[src/hdl/frame_consts.svh]
// ~~~~~~~~~~~~~~~~~~~~~~~~~~~~~~~~~~~~~~~~~~~~~~~~~~~~~~~~~~~~~~~~~~~~~~~~~~
// sizes for the frame checksum unit; data width is one byte in this build
// ~~~~~~~~~~~~~~~~~~~~~~~~~~~~~~~~~~~~~~~~~~~~~~~~~~~~~~~~~~~~~~~~~~~~~~~~~~
`ifndef FRAME_CONSTS_SVH
`define FRAME_CONSTS_SVH

// width of one payload word on every port
`define FRAME_DATA_W 8

// address bits of both queues giving 2**4 = 16 entries each
`define FRAME_QUEUE_AW 4

// each stored entry carries the last flag above the data bits
// so queue entries are FRAME_DATA_W+1 wide

`endif

[src/hdl/frame_pkg.sv]
// ~~~~~~~~~~~~~~~~~~~~~~~~~~~~~~~~~~~~~~~~~~~~~~~~~~~~~~~~~~~~~~~~~~~~~~~~~~
// shared types; entry layout is {last, data}
// ~~~~~~~~~~~~~~~~~~~~~~~~~~~~~~~~~~~~~~~~~~~~~~~~~~~~~~~~~~~~~~~~~~~~~~~~~~
`default_nettype none

`include "frame_consts.svh"

package frame_pkg;

    // one payload word
    typedef logic [`FRAME_DATA_W-1:0] data_word_t;

    // one queue entry, top bit is the end of frame marker
    typedef logic [`FRAME_DATA_W:0] queue_entry_t;

    // inserter FSM
    typedef enum logic [1:0] {
        ST_IDLE = 2'd0,  // nothing presented, waiting for queue data
        ST_WAIT = 2'd1,  // queue read data is presented on fwd
        ST_SUM  = 2'd2   // checksum word is presented on fwd
    } inserter_state_t;

endpackage

`default_nettype wire

[src/hdl/word_queue.sv]
// ~~~~~~~~~~~~~~~~~~~~~~~~~~~~~~~~~~~~~~~~~~~~~~~~~~~~~~~~~~~~~~~~~~~~~~~~~~
// FIFO, read data valid one cycle after read_cmd; write when full is dropped
// read when empty is ignored; read_data holds until the next accepted read
// ~~~~~~~~~~~~~~~~~~~~~~~~~~~~~~~~~~~~~~~~~~~~~~~~~~~~~~~~~~~~~~~~~~~~~~~~~~
`timescale 1ns/1ps
`default_nettype none

module word_queue #(
    parameter int entry_width   = 9,  // bits per stored entry
    parameter int address_width = 4   // depth is 2**address_width
) (
    input  wire logic                   clk,
    input  wire logic                   reset,
    input  wire logic                   write_cmd,   // push write_data
    input  wire logic [entry_width-1:0] write_data,
    input  wire logic                   read_cmd,    // pop into read_data
    output logic      [entry_width-1:0] read_data,   // valid the cycle after read_cmd
    output logic                        full,        // no room for a write
    output logic                        empty        // nothing to read
);

    localparam int depth = 2 ** address_width;

    logic [entry_width-1:0]   mem [depth];             // storage array
    logic [address_width-1:0] front_reg, front_next;   // read pointer
    logic [address_width-1:0] rear_reg, rear_next;     // write pointer
    logic [address_width-1:0] front_inc, rear_inc;
    logic                     full_reg, full_next;
    logic                     empty_reg, empty_next;
    logic                     wr_en;                   // legal write this cycle
    logic                     rd_en;                   // legal read this cycle

    assign wr_en     = write_cmd & ~full_reg;  // write while full is lost
    assign rd_en     = read_cmd & ~empty_reg;  // read while empty does nothing
    assign front_inc = front_reg + 1'b1;       // wraps at depth
    assign rear_inc  = rear_reg + 1'b1;
    assign full      = full_reg;
    assign empty     = empty_reg;

    always_ff @(posedge clk) begin
        if (wr_en) begin
            mem[rear_reg] <= write_data;
        end
        if (rd_en) begin
            read_data <= mem[front_reg];  // never same slot as the write, see flags
        end
    end

    always_ff @(posedge clk, posedge reset) begin
        if (reset) begin
            front_reg <= '0;
            rear_reg  <= '0;
            full_reg  <= 1'b0;
            empty_reg <= 1'b1;  // starts empty, so in_ready is high
        end else begin
            front_reg <= front_next;
            rear_reg  <= rear_next;
            full_reg  <= full_next;
            empty_reg <= empty_next;
        end
    end

    // pointer and flag update
    // with both enables set the queue is neither empty nor full,
    // so both pointers move and the fill level stays the same
    always_comb begin
        front_next = front_reg;
        rear_next  = rear_reg;
        full_next  = full_reg;
        empty_next = empty_reg;
        case ({wr_en, rd_en})
            2'b01: begin  // read only
                front_next = front_inc;
                full_next  = 1'b0;
                empty_next = (front_inc == rear_reg);  // caught up with writer
            end
            2'b10: begin  // write only
                rear_next  = rear_inc;
                empty_next = 1'b0;
                full_next  = (rear_inc == front_reg);  // wrapped onto reader
            end
            2'b11: begin  // read and write together
                front_next = front_inc;
                rear_next  = rear_inc;
            end
            default: begin
                front_next = front_reg;  // idle
            end
        endcase
    end

endmodule

`default_nettype wire

[src/hdl/checksum_inserter.sv]
// ~~~~~~~~~~~~~~~~~~~~~~~~~~~~~~~~~~~~~~~~~~~~~~~~~~~~~~~~~~~~~~~~~~~~~~~~~~
// appends the XOR of each frame after its last word; the queue read register
// is the output slot, so read_data must stay put until fwd accepts it
// ~~~~~~~~~~~~~~~~~~~~~~~~~~~~~~~~~~~~~~~~~~~~~~~~~~~~~~~~~~~~~~~~~~~~~~~~~~
`timescale 1ns/1ps
`default_nettype none

`include "frame_consts.svh"

module checksum_inserter (
    input  wire logic                    clk,
    input  wire logic                    reset,
    output logic                         read_cmd,   // pop ingress queue
    input  wire logic                    empty,      // ingress queue empty
    input  wire frame_pkg::queue_entry_t read_data,  // entry, one cycle after read_cmd
    output logic                         fwd_valid,
    input  wire logic                    fwd_ready,
    output frame_pkg::data_word_t        fwd_data,
    output logic                         fwd_last
);

    frame_pkg::inserter_state_t state, state_next;
    frame_pkg::data_word_t      sum, sum_next;  // running XOR of the frame
    frame_pkg::data_word_t      entry_data;
    logic                       entry_last;
    logic                       accept;          // fwd word taken this cycle

    assign entry_data = read_data[`FRAME_DATA_W-1:0];
    assign entry_last = read_data[`FRAME_DATA_W];
    assign accept     = fwd_valid & fwd_ready;

    // output slot: data words go out with last cleared, the checksum carries it
    always_comb begin
        fwd_valid = (state != frame_pkg::ST_IDLE);
        fwd_data  = (state == frame_pkg::ST_SUM) ? sum : entry_data;
        fwd_last  = (state == frame_pkg::ST_SUM);
    end

    always_comb begin
        state_next = state;
        sum_next   = sum;
        read_cmd   = 1'b0;
        case (state)
            frame_pkg::ST_IDLE: begin
                if (!empty) begin  // slot is free here
                    read_cmd   = 1'b1;
                    state_next = frame_pkg::ST_WAIT;
                end
            end
            frame_pkg::ST_WAIT: begin
                if (accept) begin
                    sum_next = sum ^ entry_data;
                    if (entry_last) begin
                        state_next = frame_pkg::ST_SUM;  // checksum next cycle
                    end else if (!empty) begin
                        read_cmd   = 1'b1;  // refill slot, stay in ST_WAIT
                    end else begin
                        state_next = frame_pkg::ST_IDLE;
                    end
                end
            end
            frame_pkg::ST_SUM: begin
                if (accept) begin
                    sum_next = '0;  // next frame starts fresh
                    if (!empty) begin
                        read_cmd   = 1'b1;
                        state_next = frame_pkg::ST_WAIT;
                    end else begin
                        state_next = frame_pkg::ST_IDLE;
                    end
                end
            end
            default: begin
                state_next = frame_pkg::ST_IDLE;
            end
        endcase
    end

    always_ff @(posedge clk, posedge reset) begin
        if (reset) begin
            state <= frame_pkg::ST_IDLE;  // fwd_valid low
            sum   <= '0;
        end else begin
            state <= state_next;
            sum   <= sum_next;
        end
    end

endmodule

`default_nettype wire

[src/hdl/frame_egress.sv]
// ~~~~~~~~~~~~~~~~~~~~~~~~~~~~~~~~~~~~~~~~~~~~~~~~~~~~~~~~~~~~~~~~~~~~~~~~~~
// output buffer; fwd_ready is the queue not-full flag, out_* is registered
// ~~~~~~~~~~~~~~~~~~~~~~~~~~~~~~~~~~~~~~~~~~~~~~~~~~~~~~~~~~~~~~~~~~~~~~~~~~
`timescale 1ns/1ps
`default_nettype none

`include "frame_consts.svh"

module frame_egress (
    input  wire logic                  clk,
    input  wire logic                  reset,
    input  wire logic                  fwd_valid,
    output logic                       fwd_ready,
    input  wire frame_pkg::data_word_t fwd_data,
    input  wire logic                  fwd_last,
    output logic                       out_valid,
    input  wire logic                  out_ready,
    output frame_pkg::data_word_t      out_data,
    output logic                       out_last
);

    frame_pkg::queue_entry_t q_read_data;  // queue read register
    frame_pkg::queue_entry_t out_entry;    // prefetch register
    logic                    q_read_cmd;
    logic                    q_full;
    logic                    q_empty;
    logic                    rd_valid;     // q_read_data holds an entry not yet moved
    logic                    move;         // q_read_data into out_entry this cycle

    word_queue #(
        .entry_width  ($bits(frame_pkg::queue_entry_t)),
        .address_width(`FRAME_QUEUE_AW)
    ) i_queue (
        .clk       (clk),
        .reset     (reset),
        .write_cmd (fwd_valid),             // dropped inside when full
        .write_data({fwd_last, fwd_data}),
        .read_cmd  (q_read_cmd),
        .read_data (q_read_data),
        .full      (q_full),
        .empty     (q_empty)
    );

    assign fwd_ready  = ~q_full;
    assign move       = rd_valid & (~out_valid | out_ready);  // register free or draining
    assign q_read_cmd = ~q_empty & (~rd_valid | move);        // keep the read stage busy
    assign out_data   = out_entry[`FRAME_DATA_W-1:0];
    assign out_last   = out_entry[`FRAME_DATA_W];

    always_ff @(posedge clk, posedge reset) begin
        if (reset) begin
            rd_valid  <= 1'b0;
            out_valid <= 1'b0;
        end else begin
            if (q_read_cmd) begin
                rd_valid <= 1'b1;  // new entry lands next cycle
            end else if (move) begin
                rd_valid <= 1'b0;
            end
            if (move) begin
                out_valid <= 1'b1;
            end else if (out_ready) begin
                out_valid <= 1'b0;  // taken, nothing behind it
            end
        end
    end

    always_ff @(posedge clk) begin
        if (move) begin
            out_entry <= q_read_data;  // only loads when empty or accepted
        end
    end

endmodule

`default_nettype wire

[src/hdl/frame_checksum_top.sv]
// ~~~~~~~~~~~~~~~~~~~~~~~~~~~~~~~~~~~~~~~~~~~~~~~~~~~~~~~~~~~~~~~~~~~~~~~~~~
// in_ready is the ingress queue not-full flag; input to output latency varies
// ~~~~~~~~~~~~~~~~~~~~~~~~~~~~~~~~~~~~~~~~~~~~~~~~~~~~~~~~~~~~~~~~~~~~~~~~~~
`timescale 1ns/1ps
`default_nettype none

`include "frame_consts.svh"

module frame_checksum_top (
    input  wire logic                  clk,
    input  wire logic                  reset,
    input  wire logic                  in_valid,
    output logic                       in_ready,
    input  wire frame_pkg::data_word_t in_data,
    input  wire logic                  in_last,
    output logic                       out_valid,
    input  wire logic                  out_ready,
    output frame_pkg::data_word_t      out_data,
    output logic                       out_last
);

    frame_pkg::queue_entry_t ing_read_data;
    logic                    ing_read_cmd;
    logic                    ing_full;
    logic                    ing_empty;
    logic                    fwd_valid;
    logic                    fwd_ready;
    frame_pkg::data_word_t   fwd_data;
    logic                    fwd_last;

    assign in_ready = ~ing_full;

    word_queue #(
        .entry_width  (`FRAME_DATA_W + 1),  // {last, data}
        .address_width(`FRAME_QUEUE_AW)
    ) i_ingress (
        .clk       (clk),
        .reset     (reset),
        .write_cmd (in_valid),
        .write_data({in_last, in_data}),
        .read_cmd  (ing_read_cmd),
        .read_data (ing_read_data),
        .full      (ing_full),
        .empty     (ing_empty)
    );

    checksum_inserter i_inserter (
        .clk      (clk),
        .reset    (reset),
        .read_cmd (ing_read_cmd),
        .empty    (ing_empty),
        .read_data(ing_read_data),
        .fwd_valid(fwd_valid),
        .fwd_ready(fwd_ready),
        .fwd_data (fwd_data),
        .fwd_last (fwd_last)
    );

    frame_egress i_egress (
        .clk      (clk),
        .reset    (reset),
        .fwd_valid(fwd_valid),
        .fwd_ready(fwd_ready),
        .fwd_data (fwd_data),
        .fwd_last (fwd_last),
        .out_valid(out_valid),
        .out_ready(out_ready),
        .out_data (out_data),
        .out_last (out_last)
    );

endmodule

`default_nettype wire

[config.mk]
export PLATFORM = sky130hd
export DESIGN_NAME = frame_checksum_top
export DESIGN_NICKNAME = d
export VERILOG_FILES = /design/src/hdl/frame_pkg.sv /design/src/hdl/word_queue.sv /design/src/hdl/checksum_inserter.sv /design/src/hdl/frame_egress.sv /design/src/hdl/frame_checksum_top.sv
export VERILOG_INCLUDE_DIRS = /design/src /design/src/hdl
export SDC_FILE = /design/constraint.sdc
export NUM_CORES = 1
export LEC_CHECK = 0
export ABC_AREA = 1
export BUFFER_PORTS_ARGS = -buffer_cell sky130_fd_sc_hd__buf_2
export CAP_MARGIN = 5
export CORE_MARGIN = 8
export CORE_UTILIZATION = 45
export DETAILED_ROUTE_END_ITERATION = 7
export GPL_ROUTABILITY_DRIVEN = 0
export PLACE_DENSITY = 0.66
export SYNTH_ARGS = -nofsm -noshare
export SYNTH_HDL_FRONTEND = slang
export SYNTH_SLANG_ARGS = --single-unit
[constraint.sdc]
create_clock -name clk -period 2.5 [get_ports clk]
set_input_delay 0.375 -clock clk [delete_from_list [all_inputs] [get_ports clk]]
set_output_delay 0.375 -clock clk [all_outputs]
set_load 0.02 [all_outputs]
==> results of run 1 <==
## kinds of logic (layout without fill, tap and decap cells)
| logic type | count (synthesis) | after routing | share of synthesized area, % |
|---|---|---|---|
| AOI/OAI and AO/OA | 36 | 36 | 1.17 |
| xor gates and xnor gates | 6 | 6 | 0.340 |
| adders and majority gates | 18 | 18 | 1.46 |
| buffers and inverters | 276 | 345 | 8.02 |
| DFF | 347 | 347 | 66.5 |
| and+or+nand+nor | 846 | 846 | 22.5 |
## power breakdown
group          internal, mW  total (mW)  switching (mW)  leakage, nW
Sequential             7.97        8.47           0.494         3.26
Combinational          2.21        7.63            5.42         3.61
Clock                  2.94        5.09            2.15        0.551
## tightest hold or removal path, cell delays in order
cell and delay, ns:
buf_2 0.08, inv_1 0.05, nand2_1 0.05, nand2_1 0.04
## Yosys cell counts
| master | count |
|---|---|
| nand2_1 | 577 |
| edfxtp_1 | 315 |
| nand3_1 | 208 |
| inv_1 | 201 |
| nor2_1 | 45 |
| buf_2 | 36 |
| dfrtp_1 | 30 |
| o21ai_0 | 24 |
| ha_1 | 18 |
| buf_6 | 16 |
| a21oi_1 | 12 |
| nand4_1 | 11 |
| clkbuf_1 | 8 |
| buf_4 | 7 |
| xor2_1 | 5 |
| inv_2 | 4 |
| buf_1 | 3 |
| dfstp_2 | 2 |
| nand3b_1 | 2 |
| nor3_1 | 2 |
| buf_8 | 1 |
| nor2_4 | 1 |
| xnor2_1 | 1 |
## final cells by class
class                      instances  area share [%]
sequential                       347            59.6
multi-input combinational        906            22.9
clock buffer                      40            5.50
inverter                         205            4.46
timing repair buffer              79            3.34
tap                              455            3.30
clock inverter                    21           0.987
## routing by layer
metal | vias to the layer above | global-route usage [%] | routed length (microns)
met5 | - | 0 | 0
met4 | 0 | 6.55 | 1190
met3 | 78 | 2.56 | 1950
met2 | 317 | 28.8 | 16800
met1 | 4873 | 21.0 | 14100
li1 | 5045 | - | -
## through the flow
stage / cell area, sq um / power (mW) / hold slack, ns / util (%)
floorplan: 15400 / 14.0 / 0.400 / -
finish: 17200 / 21.2 / 0.115 / 50.4
detailed placement: 16100 / 16.2 / 0.406 / 47.1
global placement: 16100 / 16.1 / 0.403 / 47.1
CTS: 17200 / 21.4 / 0.113 / 50.4
global route: 17200 / 22.6 / 0.139 / 50.4
## final timing paths
kind                            slack (ns)  cells past startpoint                           endpoint                                     from
min in group asynchronous             0.50                      4  i_egress.i_queue.full$_DFFE_PP0P_                                    reset
worst max-delay path                  0.43                     12         i_ingress.full$_DFFE_PP0P_          i_inserter.state[0]$_DFFE_PP0P_
worst max register to register        0.43                     12         i_ingress.full$_DFFE_PP0P_          i_inserter.state[0]$_DFFE_PP0P_
worst min register to register        0.42                      0    i_egress.out_entry[4]$_DFFE_PP_  i_egress.i_queue.read_data[4]$_DFFE_PP_
max in group asynchronous             1.66                      4        i_ingress.empty$_DFFE_PP1P_                                    reset
worst min-delay path                  0.12                      4     i_egress.out_valid$_DFFE_PP0P_                                out_ready
==> flow_summary.toml, run 1 <==
[power_and_ir_drop]
vdd_drop_max_mv = 1.14
powerDensity_nw_per_um2 = 1230
p_leak_nw = 7.42

[clock_network]
clk_latency_ns = 0.52
cts_resized = 0
cts_setup_buffers = 0
cts_max_path_buffers = 3
clk_pin_slew_ns = 0.06
cts-root-buf = "clkbuf_16"
holdBufCountCts = 1
htreeDepth = 2
cts_buffers = 37
cts.sinks = 347
cts_tree = "yes"

[global_routing]
grt_pass1_wl_microns = 54500
grt_overflow = 0
grt_max_degree = 75
antenna_found_initial = 0
grt_pass1_vias = 10217
grt_usage_pct = 16.7

[setup_path]
cp_top_family = "simple AND/OR/NAND/NOR gates"
critPathBufInv = 1
crit_fanout = 6
critical-path-max-stage-delay_ns = 0.40
crit_chain = "inv_1 -> ha_1 -> nor2_1 -> nand3_1 -> nand2_1 -> nand2_1 -> ha_1 -> nor2_1 -> nand4_1 -> nor2_1 -> nand2_1 -> nand2_1"
cp-end-kind = "flip-flop"
crit_arrival_ns = 2.53
crit_top_cell = "nand2_1"
cp_slowest_cell = "dfrtp_1"
setup.worst_path.class = "flip-flop to flip-flop"
required_ns = 2.95
start_kind = "flip-flop"

[placed_design]
pre_cts_ws_ns = 0.425
dp.cells = 1991
hpwl_microns = 21000
portBuffers = 23

[detailed_routing]
firstDrtPassIters = 5
num_vias = 10313
drt-initial-drc-count = 706
ant_nets = 0
routed_via_density = 5.02
wl_microns = 34000
wl_per_cell_microns = 16.5
route.detailed.drc = 0

[sta]
setup_viol = 0
relSlewSlack_pct = 47.9
setup_slack_ns = 0.427
hold_viol = 0
finalCritPeriodShare_pct = 82.9
fin_skew_ns = 0.0196
worst_slew_pin_slew_ns = 0.782
final_max_slew_viol_count = 0
rsz0062_at_grt = "false"
fmax_mhz = 482
period_needed_ns = 2.07
fin_tns_setup_ns = 0

[yosys]
syn_area_per_cell_sq_um = 10.1
synth_top_area_cell = "edfxtp_1"
post-synth-top-area-fraction_pct = 61.3
seq_area_frac_synth_pct = 66.5
ys_ff_latch = 347
synth_nets = 1560
synthTopCellsByArea = "edfxtp_1 (61%), nand2_1 (14%), nand3_1 (6.7%), inv_1 (4.9%), dfrtp_1 (4.9%)"
ys_warn_count = 0
synth_cells = 1529
synth.cell_area_sq_um = 15400
ys_types = 23

[floorplanning]
coreArea_sq_um = 34200
dieHeight_microns = 201
io_pins = 24
rows = 68
die_x_microns = 201
start_util_pct = 45.1
die_area_sq_um = 40500

[flow_run]
cap_violations = 0

[final_layout]
top_regs = "i_egress.i_queue.mem x144, i_ingress.mem x144"
nets = 1607
final_common_cell = "nand2_1"
syn_to_final_growth_pct = 11.6
multi_input_area_sq_um = 3940
final_cell_mix = "nand2_1 (577), edfxtp_1 (315), nand3_1 (208)"
regArea_sq_um = 10300
antennaDiodeCount = 0
layout-drive-gt1-share_pct = 8.95
fin_cells = 2053
fill_cells = 3037

[status]
status = "complete, no violations"

[hold_path]
min_path_type = "primary input to flip-flop"
No activity file was read; power rests on OpenSTA's default activity.
==> run 2, diff against run 1 <==
--- a/config.mk
+++ b/config.mk
@@ -6,14 +6,14 @@
 export SDC_FILE = /design/constraint.sdc
 export NUM_CORES = 1
 export LEC_CHECK = 0
-export ABC_AREA = 1
+export ABC_AREA = 0
 export BUFFER_PORTS_ARGS = -buffer_cell sky130_fd_sc_hd__buf_2
 export CAP_MARGIN = 5
 export CORE_MARGIN = 8
 export CORE_UTILIZATION = 45
 export DETAILED_ROUTE_END_ITERATION = 7
 export GPL_ROUTABILITY_DRIVEN = 0
-export PLACE_DENSITY = 0.66
+export PLACE_DENSITY = 0.69
 export SYNTH_ARGS = -nofsm -noshare
 export SYNTH_HDL_FRONTEND = slang
 export SYNTH_SLANG_ARGS = --single-unit
==> constraint.sdc (replaced) <==
create_clock -name clk -period 1.84 [get_ports clk]
set_input_delay 0.276 -clock clk [delete_from_list [all_inputs] [get_ports clk]]
set_output_delay 0.276 -clock clk [all_outputs]
set_load 0.02 [all_outputs]
==> run 2 against run 1 <==
Effect of this change: clock skew increased by 0.0061 ns; critical path type unchanged; clock-buffer cell count increased by 4; routed wire length decreased by 19%; non-clock buffer count increased by 33; via count decreased by 34%; combinational power increased by 36%; utilization increased by 4.3 points.
==> flow_summary.toml, run 2 <==
[global_routing]
grt_overflow = 0
grt_busiest_layer = "met2"
grtUsageMet1_pct = 19.2
grt_pass1_wl_microns = 42100
grt_pass1_vias = 7171
grt_max_degree = 41
antenna_found_initial = 0
grt_util_met2_pct = 26.4
grt_usage_pct = 15.2
grt_use_met3_pct = 2.30

[final_layout]
antennaDiodeCount = 0
final_util_pct = 54.7
final_common_cell = "edfxtp_1"
syn_to_final_growth_pct = 20.3
nets = 869
layout-drive-gt1-share_pct = 35.4
fin_cells = 1260
final_cell_mix = "edfxtp_1 (315), mux4_2 (72), buf_4 (52)"
top_regs = "i_egress.i_queue.mem x144, i_ingress.mem x144"

[detailed_routing]
num_vias = 6810
route.detailed.drc = 0
drt-initial-drc-count = 479
firstDrtPassIters = 4
routed_via_density = 5.40
wl_per_cell_microns = 21.7
ant_nets = 0
wl_microns = 27400

[power_and_ir_drop]
powerDensity_nw_per_um2 = 1740
power.internal_mw = 19.6
seqPwrFrac_pct = 40.7
vdd_drop_max_mv = 0.886
pwr-share-clk_pct = 23.3
p_comb_share_pct = 36.0
p_sw_mw = 9.30
swShare_pct = 32.1
p_leak_nw = 5.63

[flow_run]
cap_violations = 0

[sta]
finalCritPeriodShare_pct = 99.5
period_needed_ns = 1.83
hold_viol = 0
fin_skew_ns = 0.0257
final_max_slew_viol_count = 0
setup_viol = 0
worst_slew_pin_slew_ns = 0.610
relSlewSlack_pct = 59.2
fmax_mhz = 546
rsz0062_at_grt = "true"

[clock_network]
cts_buffers = 36
clk_pin_slew_ns = 0.06
clk_latency_ns = 0.52
cts.sinks = 347
htreeDepth = 2
cts-root-buf = "clkbuf_16"
cts_tree = "yes"
cts_max_path_buffers = 3

[yosys]
ys_ff_latch = 347
ys.flop_type = "edfxtp_1"
synth_edf_count = 315
yosysMostFrequentCell = "edfxtp_1"
post-synth-top-area-fraction_pct = 68.4
synthTopCellsByCount = "edfxtp_1 (315), mux4_2 (72), nand2_1 (40)"
synth.cell_area_sq_um = 13800
syn_area_per_cell_sq_um = 19.2
seq_area_frac_synth_pct = 74.2
synth-async-reset-ratio_pct = 9.22
synthTopCellsByArea = "edfxtp_1 (68%), mux4_2 (12%), dfrtp_1 (5.4%), a22oi_1 (2.0%), ha_1 (1.6%)"
synth_cells = 722
ys_warn_count = 0
synth_top_area_cell = "edfxtp_1"
ys_types = 40
synth_nets = 753

[placed_design]
portBuffers = 23
hpwl_microns = 17400
dp.cells = 1188

[setup_path]
required_ns = 2.30
r2r_slack_ns = 0.009
crit_fanout = 4
cp-end-kind = "flip-flop"
start_kind = "flip-flop"
regToRegEndpoint = "i_ingress.empty$_DFFE_PP1P_"
setup.worst_path.class = "flip-flop to flip-flop"
worstReg2RegStart = "i_inserter.state[1]$_DFFE_PP0P_"
crit_arrival_ns = 2.29
endpoint = "i_ingress.empty$_DFFE_PP1P_"
startpoint = "i_inserter.state[1]$_DFFE_PP0P_"
rr_worst_depth = 9

[floorplanning]
rows = 64
die_area_sq_um = 36600
start_util_pct = 45.5
dieHeight_microns = 191
coreArea_sq_um = 30400
die_x_microns = 191
io_pins = 24

[hold_path]
min_path_type = "primary input to flip-flop"

[status]
status = "complete, no violations"
==> run 2: cell count changes in the layout (fill, tap and decap cells not counted), moves of 10 or more <==
cell	change
mux4_2	+72
xnor2_1	+18
inv_1	-192
nor2_1	-28
nand2_1	-542
buf_12	+17
nor2b_1	+18
a22oi_1	+17
nand3_1	-204
a22oi_2	+19
and2_1	+18
buf_6	+15
mux2_2	+10
==> run 2: worst min-delay path by stage <==
stage,start,end,slack [ns],depth (start not counted)
floorplan,in_data[0],i_ingress.mem[0][0]$_DFFE_PP_,0.37,0
global placement,i_egress.i_queue.read_data[0]$_DFFE_PP_,i_egress.out_entry[0]$_DFFE_PP_,0.40,0
detailed placement,i_egress.i_queue.read_data[8]$_DFFE_PP_,i_egress.out_entry[8]$_DFFE_PP_,0.40,0
CTS,out_ready,i_egress.rd_valid$_DFFE_PP0P_,0.08,4
global route,out_ready,i_egress.rd_valid$_DFFE_PP0P_,0.09,4
finish,out_ready,i_egress.rd_valid$_DFFE_PP0P_,0.08,4
==> run 2: stage by stage <==
stage	hold WS [ns]	power [mW]	setup WS [ns]	setup TNS, ns	area (sq um)
floorplan	0.375	18.1	-0.283	-42.05	13900
finish	0.0814	28.9	0.00892	0	16600
global route	0.0921	30.4	-0.0569	-0.132	16600
detailed placement	0.405	21.7	-0.115	-0.401	15200
global placement	0.404	21.4	-0.0251	-0.0435	15200
CTS	0.0807	28.6	0.00134	0	16400
==> run 2: power by group through the flow <==
| stage | clock network (mW) | logic [mW] | registers [mW] |
|---|---|---|---|
| 4_1_cts | 6.88 | 9.98 | 11.8 |
| 3_5_place_dp | 0 | 9.74 | 11.9 |
| 2_1_floorplan | 0 | 6.53 | 11.6 |
| 5_1_grt | 7.16 | 11.3 | 11.9 |
| 6_report | 6.75 | 10.4 | 11.8 |
| 3_3_place_gp | 0 | 9.58 | 11.8 |
==> run 2: cell type report <==
class | instances | area [sq um]
Fill cell | 2332 | 13800
Tap cell | 396 | 495
Sequential cell | 347 | 10300
Clock inverter | 20 | 150
Timing Repair Buffer | 112 | 1110
Inverter | 13 | 56.3
Clock buffer | 44 | 941
Multi-Input combinational cell | 328 | 3630
==> run 2: per-layer routing <==
layer | share of wire [%] | wire, microns | vias up
li1 | - | - | 3092
met4 | 2.7 | 734 | 0
met1 | 41 | 11300 | 3517
met2 | 52 | 14200 | 150
met3 | 4.2 | 1150 | 51
met5 | 0 | 0 | -
==> run 2: cell families (layout without fill, tap and decap cells) <==
group / count (synthesis) / count (layout) / synth area share [%]
mux: 84 / 84 / 12.7
fa+ha+maj: 18 / 18 / 1.63
buf+inv: 47 / 189 / 1.71
xor+xnor: 30 / 30 / 1.90
compound gates: 66 / 66 / 3.18
flops: 347 / 347 / 74.2
simple gates: 130 / 130 / 4.71
==> run 2: worst max-delay path: stages, from the launching register on <==
cell,delay (ns)
dfrtp_1,0.41
buf_4,0.15
ha_4,0.16
nand2b_4,0.14
a31oi_4,0.17
nor3_4,0.05
inv_2,0.06
ha_4,0.20
nor4_2,0.24
a32o_1,0.19
==> run 2: repair_timing <==
action                                 in CTS  in global routing
hold buffers                                1                  0
endpoints found under the hold margin      30                  0
setup endpoints to repair                  38                230
gates cloned                                0                  1
pin swaps                                   6                  6
resized for setup                          10                 49
setup buffers                               2                  4
